**src/hdl/qbc_pkg.sv**
```systemverilog
`default_nettype none

package qbc_pkg;

    //////////////////////////////////////////////////
    // Geometry and timing constants
    //////////////////////////////////////////////////

    // Row and column counts, input positions
    localparam int COORD_W = 10;

    // Pixel sequence memory is 4K deep
    localparam int SEQ_ADDR_W = 12;

    // One 3x3 window takes one cycle per tap
    localparam int WINDOW_CYCLES = 9;

    // Sequence BRAM read plus its output registers
    localparam int SEQ_RD_LATENCY = 3;

    // Rows loaded before the first pass can start
    localparam int PRIME_ROWS = 3;

    //////////////////////////////////////////////////
    // Job state, one-hot
    //////////////////////////////////////////////////

    typedef enum logic [5:0] {
        ST_IDLE          = 6'b000001,
        ST_PRIME         = 6'b000010,
        ST_FETCH_WAIT    = 6'b000100,
        ST_ACTIVE        = 6'b001000,
        ST_WAIT_DONE     = 6'b010000,
        ST_SEND_COMPLETE = 6'b100000
    } seq_state_t;

    //////////////////////////////////////////////////
    // Job geometry and input position
    //////////////////////////////////////////////////

    typedef struct packed {
        logic [COORD_W-1:0] num_rows;
        logic [COORD_W-1:0] num_cols;
        // Windows per pass
        logic [7:0]         seq_windows;
    } job_cfg_t;

    typedef struct packed {
        logic [COORD_W-1:0] row;
        logic [COORD_W-1:0] col;
    } pos_t;

endpackage

`default_nettype wire

```
**src/hdl/job_sequencer.sv**
```systemverilog
`timescale 1ns/1ps
`default_nettype none

module job_sequencer (
    input  wire                  clk,
    input  wire                  rst,
    input  wire qbc_pkg::job_cfg_t cfg,
    input  wire qbc_pkg::pos_t   pos,
    input  wire                  job_start,
    output logic                 job_accept,
    output logic                 fetch_request,
    input  wire                  fetch_ack,
    input  wire                  row_loaded,
    input  wire                  row_drained,
    output logic                 fetch_start,
    output logic                 drain,
    output logic                 pass_start,
    input  wire                  pass_done,
    input  wire                  pipeline_flushed,
    output logic                 job_complete,
    input  wire                  job_complete_ack,
    output logic [1:0]           gray_code,
    output qbc_pkg::seq_state_t  state
);

    // Where FETCH_WAIT goes once the row is in
    qbc_pkg::seq_state_t return_state;
    logic                fetch_acked;
    logic                pass_busy;
    logic [1:0]          pass_cnt;

    // Binary pass count to Gray
    assign gray_code = {pass_cnt[1], pass_cnt[1] ^ pass_cnt[0]};

    //////////////////////////////////////////////////
    // Job FSM
    //////////////////////////////////////////////////

    always_ff @(posedge clk) begin
        if (rst) begin
            state         <= qbc_pkg::ST_IDLE;
            return_state  <= qbc_pkg::ST_PRIME;
            job_accept    <= 1'b0;
            fetch_request <= 1'b0;
            fetch_acked   <= 1'b0;
            fetch_start   <= 1'b0;
            drain         <= 1'b0;
            pass_start    <= 1'b0;
            pass_busy     <= 1'b0;
            pass_cnt      <= 2'b00;
            job_complete  <= 1'b0;
        end else begin
            job_accept  <= 1'b0;
            fetch_start <= 1'b0;
            pass_start  <= 1'b0;

            // Tracker has read out the whole row
            if (row_drained) begin
                drain <= 1'b0;
            end

            case (state)
                qbc_pkg::ST_IDLE: begin
                    if (job_start) begin
                        job_accept <= 1'b1;
                        state      <= qbc_pkg::ST_PRIME;
                    end
                end
                qbc_pkg::ST_PRIME: begin
                    // Fill the window rows one at a time
                    if (!drain) begin
                        if (pos.row < qbc_pkg::PRIME_ROWS) begin
                            return_state <= qbc_pkg::ST_PRIME;
                            state        <= qbc_pkg::ST_FETCH_WAIT;
                        end else begin
                            state <= qbc_pkg::ST_ACTIVE;
                        end
                    end
                end
                qbc_pkg::ST_FETCH_WAIT: begin
                    // Request held until ack, never raised twice per row
                    fetch_request <= !fetch_ack && !fetch_acked;
                    fetch_start   <= !fetch_ack && !fetch_acked && !fetch_request;
                    if (fetch_ack) begin
                        fetch_acked <= 1'b1;
                    end
                    if (row_loaded) begin
                        fetch_acked   <= 1'b0;
                        fetch_request <= 1'b0;
                        drain         <= 1'b1;
                        state         <= return_state;
                    end
                end
                qbc_pkg::ST_ACTIVE: begin
                    if (pass_busy) begin
                        if (pass_done) begin
                            pass_busy <= 1'b0;
                            pass_cnt  <= pass_cnt + 2'd1;
                            // Last input row already used
                            if (pos.row >= cfg.num_rows) begin
                                state <= qbc_pkg::ST_WAIT_DONE;
                            end else begin
                                return_state <= qbc_pkg::ST_ACTIVE;
                                state        <= qbc_pkg::ST_FETCH_WAIT;
                            end
                        end
                    end else if (!drain) begin
                        pass_start <= 1'b1;
                        pass_busy  <= 1'b1;
                    end
                end
                qbc_pkg::ST_WAIT_DONE: begin
                    if (pipeline_flushed) begin
                        state <= qbc_pkg::ST_SEND_COMPLETE;
                    end
                end
                qbc_pkg::ST_SEND_COMPLETE: begin
                    job_complete <= !job_complete_ack;
                    if (job_complete_ack) begin
                        pass_cnt <= 2'b00;
                        state    <= qbc_pkg::ST_IDLE;
                    end
                end
                default: begin
                    state <= qbc_pkg::ST_IDLE;
                end
            endcase
        end
    end

endmodule

`default_nettype wire

```
**src/hdl/row_fetch_tracker.sv**
```systemverilog
`timescale 1ns/1ps
`default_nettype none

module row_fetch_tracker (
    input  wire                    clk,
    input  wire                    rst,
    input  wire qbc_pkg::job_cfg_t cfg,
    input  wire                    fetch_start,
    input  wire                    fetch_ack,
    input  wire                    fetch_complete,
    input  wire                    drain,
    input  wire                    job_complete_ack,
    output logic                   pfb_rden,
    output logic                   row_loaded,
    output logic                   row_drained,
    output qbc_pkg::pos_t          pos
);

    logic                        fetch_pending;
    logic                        fetch_in_progress;
    logic [qbc_pkg::COORD_W-1:0] pfb_count;
    logic                        row_end;

    // Complete only counts for a fetch that was acked
    assign row_loaded = fetch_complete && fetch_in_progress;

    // One pixel per cycle while the buffer holds any
    assign pfb_rden = drain && (pfb_count != '0);
    assign row_end  = pfb_rden && (pfb_count == 1);

    //////////////////////////////////////////////////
    // Fetch tracking
    //////////////////////////////////////////////////

    always_ff @(posedge clk) begin
        if (rst) begin
            fetch_pending     <= 1'b0;
            fetch_in_progress <= 1'b0;
        end else begin
            if (fetch_start) begin
                fetch_pending <= 1'b1;
            end
            // Ack may land in the same cycle the request rises
            if (fetch_ack && (fetch_pending || fetch_start)) begin
                fetch_pending     <= 1'b0;
                fetch_in_progress <= 1'b1;
            end
            if (row_loaded) begin
                fetch_in_progress <= 1'b0;
            end
        end
    end

    // Prefetch buffer occupancy
    always_ff @(posedge clk) begin
        if (rst) begin
            pfb_count <= '0;
        end else if (row_loaded) begin
            pfb_count <= cfg.num_cols;
        end else if (pfb_rden) begin
            pfb_count <= pfb_count - 1'b1;
        end
    end

    //////////////////////////////////////////////////
    // Input position
    //////////////////////////////////////////////////

    always_ff @(posedge clk) begin
        if (rst) begin
            pos         <= '0;
            row_drained <= 1'b0;
        end else begin
            row_drained <= row_end;
            if (job_complete_ack) begin
                pos <= '0;
            end else if (row_end) begin
                pos.row <= pos.row + 1'b1;
                pos.col <= '0;
            end else if (pfb_rden) begin
                pos.col <= pos.col + 1'b1;
            end
        end
    end

endmodule

`default_nettype wire

```
**src/hdl/pix_seq_reader.sv**
```systemverilog
`timescale 1ns/1ps
`default_nettype none

module pix_seq_reader #(
    parameter int NUM_CE = 4
) (
    input  wire                              clk,
    input  wire                              rst,
    input  wire qbc_pkg::job_cfg_t           cfg,
    input  wire                              pass_start,
    output logic                             seq_rden,
    output logic [qbc_pkg::SEQ_ADDR_W-1:0]   seq_addr,
    output logic [3:0]                       cycle_counter,
    output logic [NUM_CE-1:0]                ce_execute,
    output logic                             pass_done
);

    typedef logic [qbc_pkg::SEQ_ADDR_W-1:0] addr_t;

    localparam logic [3:0] LAST_CYCLE = 4'(qbc_pkg::WINDOW_CYCLES - 1);
    // Stages ahead of the first engine
    localparam int ALIGN_W = qbc_pkg::SEQ_RD_LATENCY - 1;

    addr_t              pass_reads;
    addr_t              reads_left;
    logic [ALIGN_W-1:0] rden_dly;
    logic               exec_tail_q;

    // Sequence entries per pass
    assign pass_reads = addr_t'(cfg.seq_windows) * addr_t'(qbc_pkg::WINDOW_CYCLES);

    assign seq_rden = (reads_left != '0);

    //////////////////////////////////////////////////
    // Sequence read side
    //////////////////////////////////////////////////

    always_ff @(posedge clk) begin
        if (rst) begin
            reads_left    <= '0;
            seq_addr      <= '0;
            cycle_counter <= '0;
        end else if (pass_start) begin
            reads_left    <= pass_reads;
            seq_addr      <= '0;
            cycle_counter <= '0;
        end else if (seq_rden) begin
            reads_left <= reads_left - 1'b1;
            seq_addr   <= seq_addr + 1'b1;
            // Wrap at the end of each window
            if (cycle_counter == LAST_CYCLE) begin
                cycle_counter <= '0;
            end else begin
                cycle_counter <= cycle_counter + 4'd1;
            end
        end
    end

    //////////////////////////////////////////////////
    // Latency alignment and execute chain
    //////////////////////////////////////////////////

    always_ff @(posedge clk) begin
        if (rst) begin
            rden_dly    <= '0;
            ce_execute  <= '0;
            exec_tail_q <= 1'b0;
            pass_done   <= 1'b0;
        end else begin
            rden_dly[0] <= seq_rden;
            for (int i = 1; i < ALIGN_W; i++) begin
                rden_dly[i] <= rden_dly[i-1];
            end

            // First engine sees data as it leaves the BRAM
            ce_execute[0] <= rden_dly[ALIGN_W-1];
            for (int k = 1; k < NUM_CE; k++) begin
                ce_execute[k] <= ce_execute[k-1];
            end

            // Falling edge at the end of the chain closes the pass
            exec_tail_q <= ce_execute[NUM_CE-1];
            pass_done   <= exec_tail_q && !ce_execute[NUM_CE-1];
        end
    end

endmodule

`default_nettype wire

```
**src/hdl/quad_bram_ctrl.sv**
```systemverilog
`timescale 1ns/1ps
`default_nettype none

module quad_bram_ctrl #(
    parameter int NUM_CE = 4
) (
    input  wire                              clk,
    input  wire                              rst,
    input  wire qbc_pkg::job_cfg_t           cfg,
    input  wire                              job_start,
    output logic                             job_accept,
    output logic                             fetch_request,
    input  wire                              fetch_ack,
    input  wire                              fetch_complete,
    output logic                             pfb_rden,
    output qbc_pkg::pos_t                    pos,
    output logic                             seq_rden,
    output logic [qbc_pkg::SEQ_ADDR_W-1:0]   seq_addr,
    output logic [3:0]                       cycle_counter,
    output logic [NUM_CE-1:0]                ce_execute,
    output logic [1:0]                       gray_code,
    input  wire                              pipeline_flushed,
    output logic                             job_complete,
    input  wire                              job_complete_ack
);

    // Sequencer to tracker and reader
    logic fetch_start;
    logic drain;
    logic row_loaded;
    logic row_drained;
    logic pass_start;
    logic pass_done;

    //////////////////////////////////////////////////
    // Job control
    //////////////////////////////////////////////////

    job_sequencer u_job_sequencer (
        .clk              (clk),
        .rst              (rst),
        .cfg              (cfg),
        .pos              (pos),
        .job_start        (job_start),
        .job_accept       (job_accept),
        .fetch_request    (fetch_request),
        .fetch_ack        (fetch_ack),
        .row_loaded       (row_loaded),
        .row_drained      (row_drained),
        .fetch_start      (fetch_start),
        .drain            (drain),
        .pass_start       (pass_start),
        .pass_done        (pass_done),
        .pipeline_flushed (pipeline_flushed),
        .job_complete     (job_complete),
        .job_complete_ack (job_complete_ack),
        .gray_code        (gray_code),
        .state            ()
    );

    // Prefetch buffer side
    row_fetch_tracker u_row_fetch_tracker (
        .clk              (clk),
        .rst              (rst),
        .cfg              (cfg),
        .fetch_start      (fetch_start),
        .fetch_ack        (fetch_ack),
        .fetch_complete   (fetch_complete),
        .drain            (drain),
        .job_complete_ack (job_complete_ack),
        .pfb_rden         (pfb_rden),
        .row_loaded       (row_loaded),
        .row_drained      (row_drained),
        .pos              (pos)
    );

    // Pixel sequence and compute engines
    pix_seq_reader #(
        .NUM_CE (NUM_CE)
    ) u_pix_seq_reader (
        .clk           (clk),
        .rst           (rst),
        .cfg           (cfg),
        .pass_start    (pass_start),
        .seq_rden      (seq_rden),
        .seq_addr      (seq_addr),
        .cycle_counter (cycle_counter),
        .ce_execute    (ce_execute),
        .pass_done     (pass_done)
    );

endmodule

`default_nettype wire

```
**config.mk**
```make
export PLATFORM = sky130hd
export DESIGN_NAME = quad_bram_ctrl
export DESIGN_NICKNAME = d
export VERILOG_FILES = /design/src/hdl/qbc_pkg.sv /design/src/hdl/job_sequencer.sv /design/src/hdl/row_fetch_tracker.sv /design/src/hdl/pix_seq_reader.sv /design/src/hdl/quad_bram_ctrl.sv
export SDC_FILE = /design/constraint.sdc
export NUM_CORES = 1
export LEC_CHECK = 0
export BUFFER_PORTS_ARGS = -buffer_cell sky130_fd_sc_hd__buf_2
export CORE_MARGIN = 4
export CORE_UTILIZATION = 35
export CTS_BUF_LIST = sky130_fd_sc_hd__clkbuf_4
export DETAILED_ROUTE_END_ITERATION = 12
export SLEW_MARGIN = 20
export SYNTH_ARGS = -nofsm -noshare
export SYNTH_HDL_FRONTEND = slang
export SYNTH_SLANG_ARGS = --single-unit
```
**constraint.sdc**
```tcl
create_clock -name clk -period 2.3 [get_ports clk]
set_input_delay 0.46 -clock clk [delete_from_list [all_inputs] [get_ports clk]]
set_output_delay 0.46 -clock clk [all_outputs]
set_load 0.03 [all_outputs]
```
Word level (Yosys, flattened, before mapping)
Cells that the tools add are included.

Register bits after elaboration: 91. Bits in latches: 0. Bits in writable memories: 0. Memory bits (read-only): 0. Input port bits: 35. Memories: 0.

Add/sub/neg operators: 7. $mul: 1. Div/mod/pow operators: 0. $lt $le $gt $ge: 2. Eq/ne operators: 17. Shifts and indexed selects: 0. Muxes and demuxes: 35. Bitwise logic cells: 4. Reduce and logical (&&, ||, !) cells: 32.

Operators by type and width (number): $mux 6 (12); $pmux 6 s6 (1); $mux 12 (2); $add 10x1->10 const B (2); $mux 10 (2); $add 12x1->12 const B (1); $mul 8x4->12 const B (1); $ne 2x2->1 const B (6); $pmux 6 s2 (1); $reduce_bool 12->1 (1); $reduce_or 2->1 (6); $sub 12x1->12 const B (1); $eq 10x1->1 const B (1); $ge 10x10->1 (1); $lt 10x2->1 const B (1); $mux 1 (10); $reduce_bool 10->1 (1); $reduce_bool 2->1 (5); $sub 10x1->10 const B (1); $mux 4 (2); $logic_and 1x1->1 (7); $reduce_and 7->1 (1); $eq 6x1->1 const B (1); $eq 6x2->1 const B (1); other kinds (19) (30).

Longest topological paths before layout
Word-level depth: 5. Depth in mapped cells: 9. Depth with buffers taken out: 9.

Cells and area by module
Synthesis repeated with hierarchy kept, for this count alone.

Cells, all modules: 574. Area, all modules: 4918.5 um2.

Modules (own cells, without submodules): pix_seq_reader (times used 1, cells an instance 225, area an instance 1999.4 um2, seq. area each 720.7 um2); row_fetch_tracker (times used 1, cells an instance 195, area an instance 1685.4 um2, seq. area each 660.6 um2); job_sequencer (times used 1, cells an instance 154, area an instance 1233.7 um2, seq. area each 360.3 um2).

Worst setup path before layout
No wires, ideal clock.

Path kind: reg2reg. Start point: register u_pix_seq_reader.reads_left[0]. End point: register u_pix_seq_reader.cycle_counter[3]. Arrival time: 1.946 ns. Required time: 2.172 ns. Slack: 0.226 ns. Cell stages (with the launch flop): 10. Path buffers: 1. Cell sequence: dfxtp_1 inv_1 ha_1 nor2b_1 and4_1 inv_1 clkbuf_1 o21ai_0 a22oi_1 nor2_1.

Longest elaborated chain between the ends: 1.

RTL lines: start: declaration (RTL line pix_seq_reader.sv:25) `addr_t reads_left;`; start signal: assignment (RTL line pix_seq_reader.sv:44) `reads_left <= pass_reads;`; start signal: assignment (RTL line pix_seq_reader.sv:48) `reads_left <= reads_left - 1'b1;`; $reduce_bool 12->1 (RTL line pix_seq_reader.sv:32) `assign seq_rden = (reads_left != '0);`; named net seq_rden (RTL line quad_bram_ctrl.sv:17) `output logic seq_rden,`; end signal: assignment (RTL line pix_seq_reader.sv:54) `cycle_counter <= cycle_counter + 4'd1;`; end: declaration (RTL line pix_seq_reader.sv:13) `output logic [3:0] cycle_counter,`.

The timed path passes the listed nets, and every way through them passes these cells. A chain may end at the register's enable or synchronous reset.

Worst setup path after layout
Start point: register u_pix_seq_reader.reads_left[2]. End point: output port seq_rden.

Longest elaborated chain between the ends: 1.

RTL lines (RTL line): $reduce_bool 12->1 (pix_seq_reader.sv:32); end: declaration (quad_bram_ctrl.sv:17).

No other way between the ends.

==> results.yml <==
run_status:
  outcome: "finished, final reports clean"
worst_setup_path:
  cp.required_ns: 1.84
  crit_path_end_kind: "output port"
  cp_max_fo: 6
  arrival_ns: 1.72
  critPathKind: "flip-flop to output port"
  cp-start-kind: "flip-flop"
  rr_startpoint: "u_row_fetch_tracker.pfb_count[4]"
  r2r_end: "u_row_fetch_tracker.pos[19]"
  rr_worst_depth: 7
  rrSetupSlack_ns: 0.22
synthesis:
  synth_edf_count: 0
  ys_async_sr_fraction_pct: 0
  synth_top_family_by_area: "simple AND/OR/NAND/NOR gates"
  syn_inst: 541
  yosysSeqAreaShare_pct: 38.46
  synthesis.area_mm2: 0.004528
  synth-xor-area-share_pct: 8.511
  syn-num-nets: 605
  synthDistinctLibCells: 67
  syn_avg_cell_area_um2: 8.370
  synth_top_cell_area_share_pct: 38.46
  ys_top_cells_by_area: "dfxtp_1, ha_1, nor2_1, xnor2_1, xor2_1"
  synth_top_cell_by_area: "dfxtp_1"
  yosys_warnings: 0
  synth_mux_area_share_pct: 0.4697
  synthSimpleGateAreaFrac_pct: 26.66
  synth_compound_area_share_pct: 13.18
  synth_ff_type: "dfxtp_1"
  synth_seq_cells: 87
  synth_fa_ha_area_share_pct: 8.179
die:
  ios: 82
  die_w_um: 121.7
  die_area_mm2: 0.01482
  coreArea_mm2: 0.01262
  row_count: 41
  die_h_um: 121.7
  start_util_pct: 35.88
placement:
  port_buffers: 81
  dp.final_hpwl_mm: 8.135
  placed_cells: 789
  preCtsSetupSlack_ns: -0.001509
  routabilityCongestion: 0.8228
power:
  p_int_mw: 2.464
  switchingPower_mw: 1.400
  p_seq_share_pct: 47.5
  power.density_mw_per_mm2: 719.9
  swShare_pct: 36.24
  combPwrFrac_pct: 33.5
  ir_worst_vdd_mv: 0.1879
  leakage_nw: 2.196
  p_total_mw: 3.864
  power_frac_clock_pct: 19.0
route:
  drcViolationCount: 0
  drt-total-wl_mm: 10.84
  drtPass1Iterations: 4
  drt_iter0_markers: 225
  viasPerCell: 5.000
  wire_per_inst_um: 13.44
  ant_nets: 0
  num_vias: 4035
clock_network:
  clockBufferDepth: 2
  cts_tree: "yes"
  clk_latency_ns: 0.44
  numCtsBuffers: 9
  path_clk_slew_ns: 0.13
  cts-htree-levels: 3
  root_buffer: "clkbuf_4"
  clock-sinks: 87
  cts-hold-fix-buffers: 0
timing:
  rsz0062_at_grt: "false"
  timing.slew.headroom_pct: 71.41
  max_clock_freq_mhz: 458.3
  fin_worst_skew_ns: 0.008921
  worst_slew_pin_slew_ns: 0.4256
  finalCritPeriodShare_pct: 94.87
  post-route-min-period_ns: 2.182
  setup_viol: 0
  hold_slack_ns: 0.2118
  hold_viol: 0
  slew_violations: 0
  finalWorstSetupSlack_ns: 0.1180
global_route:
  track_usage_pct: 14.81
  grt_overflow: 0
  antenna_found_initial: 0
  grt_pass1_vias: 3756
  grt_pass1_wl_mm: 17.71
  grt_max_degree: 19
final_layout:
  finalNonFillerCells: 807
  fill_cells: 1319
  final_cell_mix: "dfxtp_1, buf_2, nor2_1, nand2_1, a21oi_1"
  drive_above_1_share_pct: 22.36
  antenna_cells: 0
  layout_commonest_cell: "dfxtp_1"
  fin_nets: 695
  area_delta_synth_final_pct: 18.54
min_path:
  min-delay-start: "fetch_ack"
  worstHoldPathCells: 2
  min-delay-path-class: "input port to flip-flop"
  worstHoldEndpoint: "u_row_fetch_tracker.fetch_pending"
flow_run:
  drv_cap: 0
-- layout make-up --
type	count	area (um^2)	share of cell area [%]
Tap cell	172	215.2	4.009
Multi-Input combinational cell	402	2638	49.14
Inverter	32	122.6	2.284
Clock buffer	12	90.09	1.678
Timing Repair Buffer	99	545.5	10.16
Clock inverter	3	11.26	0.2098
Sequential cell	87	1745	32.52
-- metrics by stage --
step	area, um^2	util, %	setup TNS, ns
5_1_grt	5368	42.53	0
6_report	5368	42.53	0
3_5_place_dp	5176	41.02	-0.001509
3_3_place_gp	5176	41.02	0
2_1_floorplan	4528	-	0
4_1_cts	5310	42.08	0
-- synth_stat cells, types with 3 or more instances --
cell,count
dfxtp_1,87
nor2_1,67
nand2_1,44
a21oi_1,33
inv_1,31
ha_1,28
o21ai_0,24
xnor2_1,24
nor3_1,22
xor2_1,20
nand3_1,18
clkbuf_1,14
nor4_1,11
a211oi_1,10
nand4_1,10
nor2b_1,10
or3_1,9
nand3b_1,6
nor3b_1,4
a31oi_1,3
and2_1,3
o22ai_1,3
or2_2,3
-- timing repair --
action / CTS / global route
setup buffers: 1 / 2
gates resized for setup: 12 / 7
endpoints found under the setup margin: 2 / 2
pin swaps: 1 / 1
-- layer usage --
layer	wire [um]	GRT usage, %
met5	0	0
met4	171	5.672
met2	5032	23.69
met1	5133	19.69
met3	506	3.018
-- critical path, stage by stage (launching register included) --
cell and delay [ns]:
dfxtp_1 0.41, nor4_4 0.33, and4_4 0.30, inv_2 0.08, buf_4 0.17
-- power groups by stage --
stage	sequential [mW]	combinational [mW]	clock, mW
6_report	1.83	1.30	0.734
5_1_grt	1.86	1.45	0.830
4_1_cts	1.81	1.27	0.777
3_5_place_dp	1.84	1.23	0
3_3_place_gp	1.83	1.20	0
2_1_floorplan	1.88	0.844	0
-- cells by family after synthesis --
| kind of cell | count (synthesis) |
|---|---|
| DFF | 87 |
| muxes | 2 |
| AOI/OAI and AO/OA | 96 |
| xor gates and xnor gates | 44 |
| buffers and inverters | 52 |
| and+or+nand+nor | 231 |
| adders and majority gates | 29 |
-- how the worst max path moves through the flow --
stage                                    from                           endpoint  slack, ns  cells after the start
3_5_place_dp                           cfg[1]    u_pix_seq_reader.reads_left[10]     -0.002                     10
6_report       u_pix_seq_reader.reads_left[2]                           seq_rden       0.12                      4
5_1_grt        u_pix_seq_reader.reads_left[1]                           seq_rden      0.005                      6
2_1_floorplan  u_pix_seq_reader.reads_left[0]  u_pix_seq_reader.cycle_counter[3]       0.23                      9
3_3_place_gp                           cfg[1]    u_pix_seq_reader.reads_left[10]       0.08                     10
4_1_cts        u_pix_seq_reader.reads_left[2]                           seq_rden      0.005                      4
-- sequential cells by signal, summed over array words and instances (netlist names), 2 cells and up --
name and cells:
u_job_sequencer.pass_cnt 2, u_job_sequencer.return_state 2, u_job_sequencer.state 6, u_pix_seq_reader.ce_execute 4, u_pix_seq_reader.cycle_counter 4, u_pix_seq_reader.rden_dly 2
u_pix_seq_reader.reads_left 12, u_pix_seq_reader.seq_addr 12, u_row_fetch_tracker.pfb_count 10, u_row_fetch_tracker.pos 20
Power figures use the tool's default switching activity.
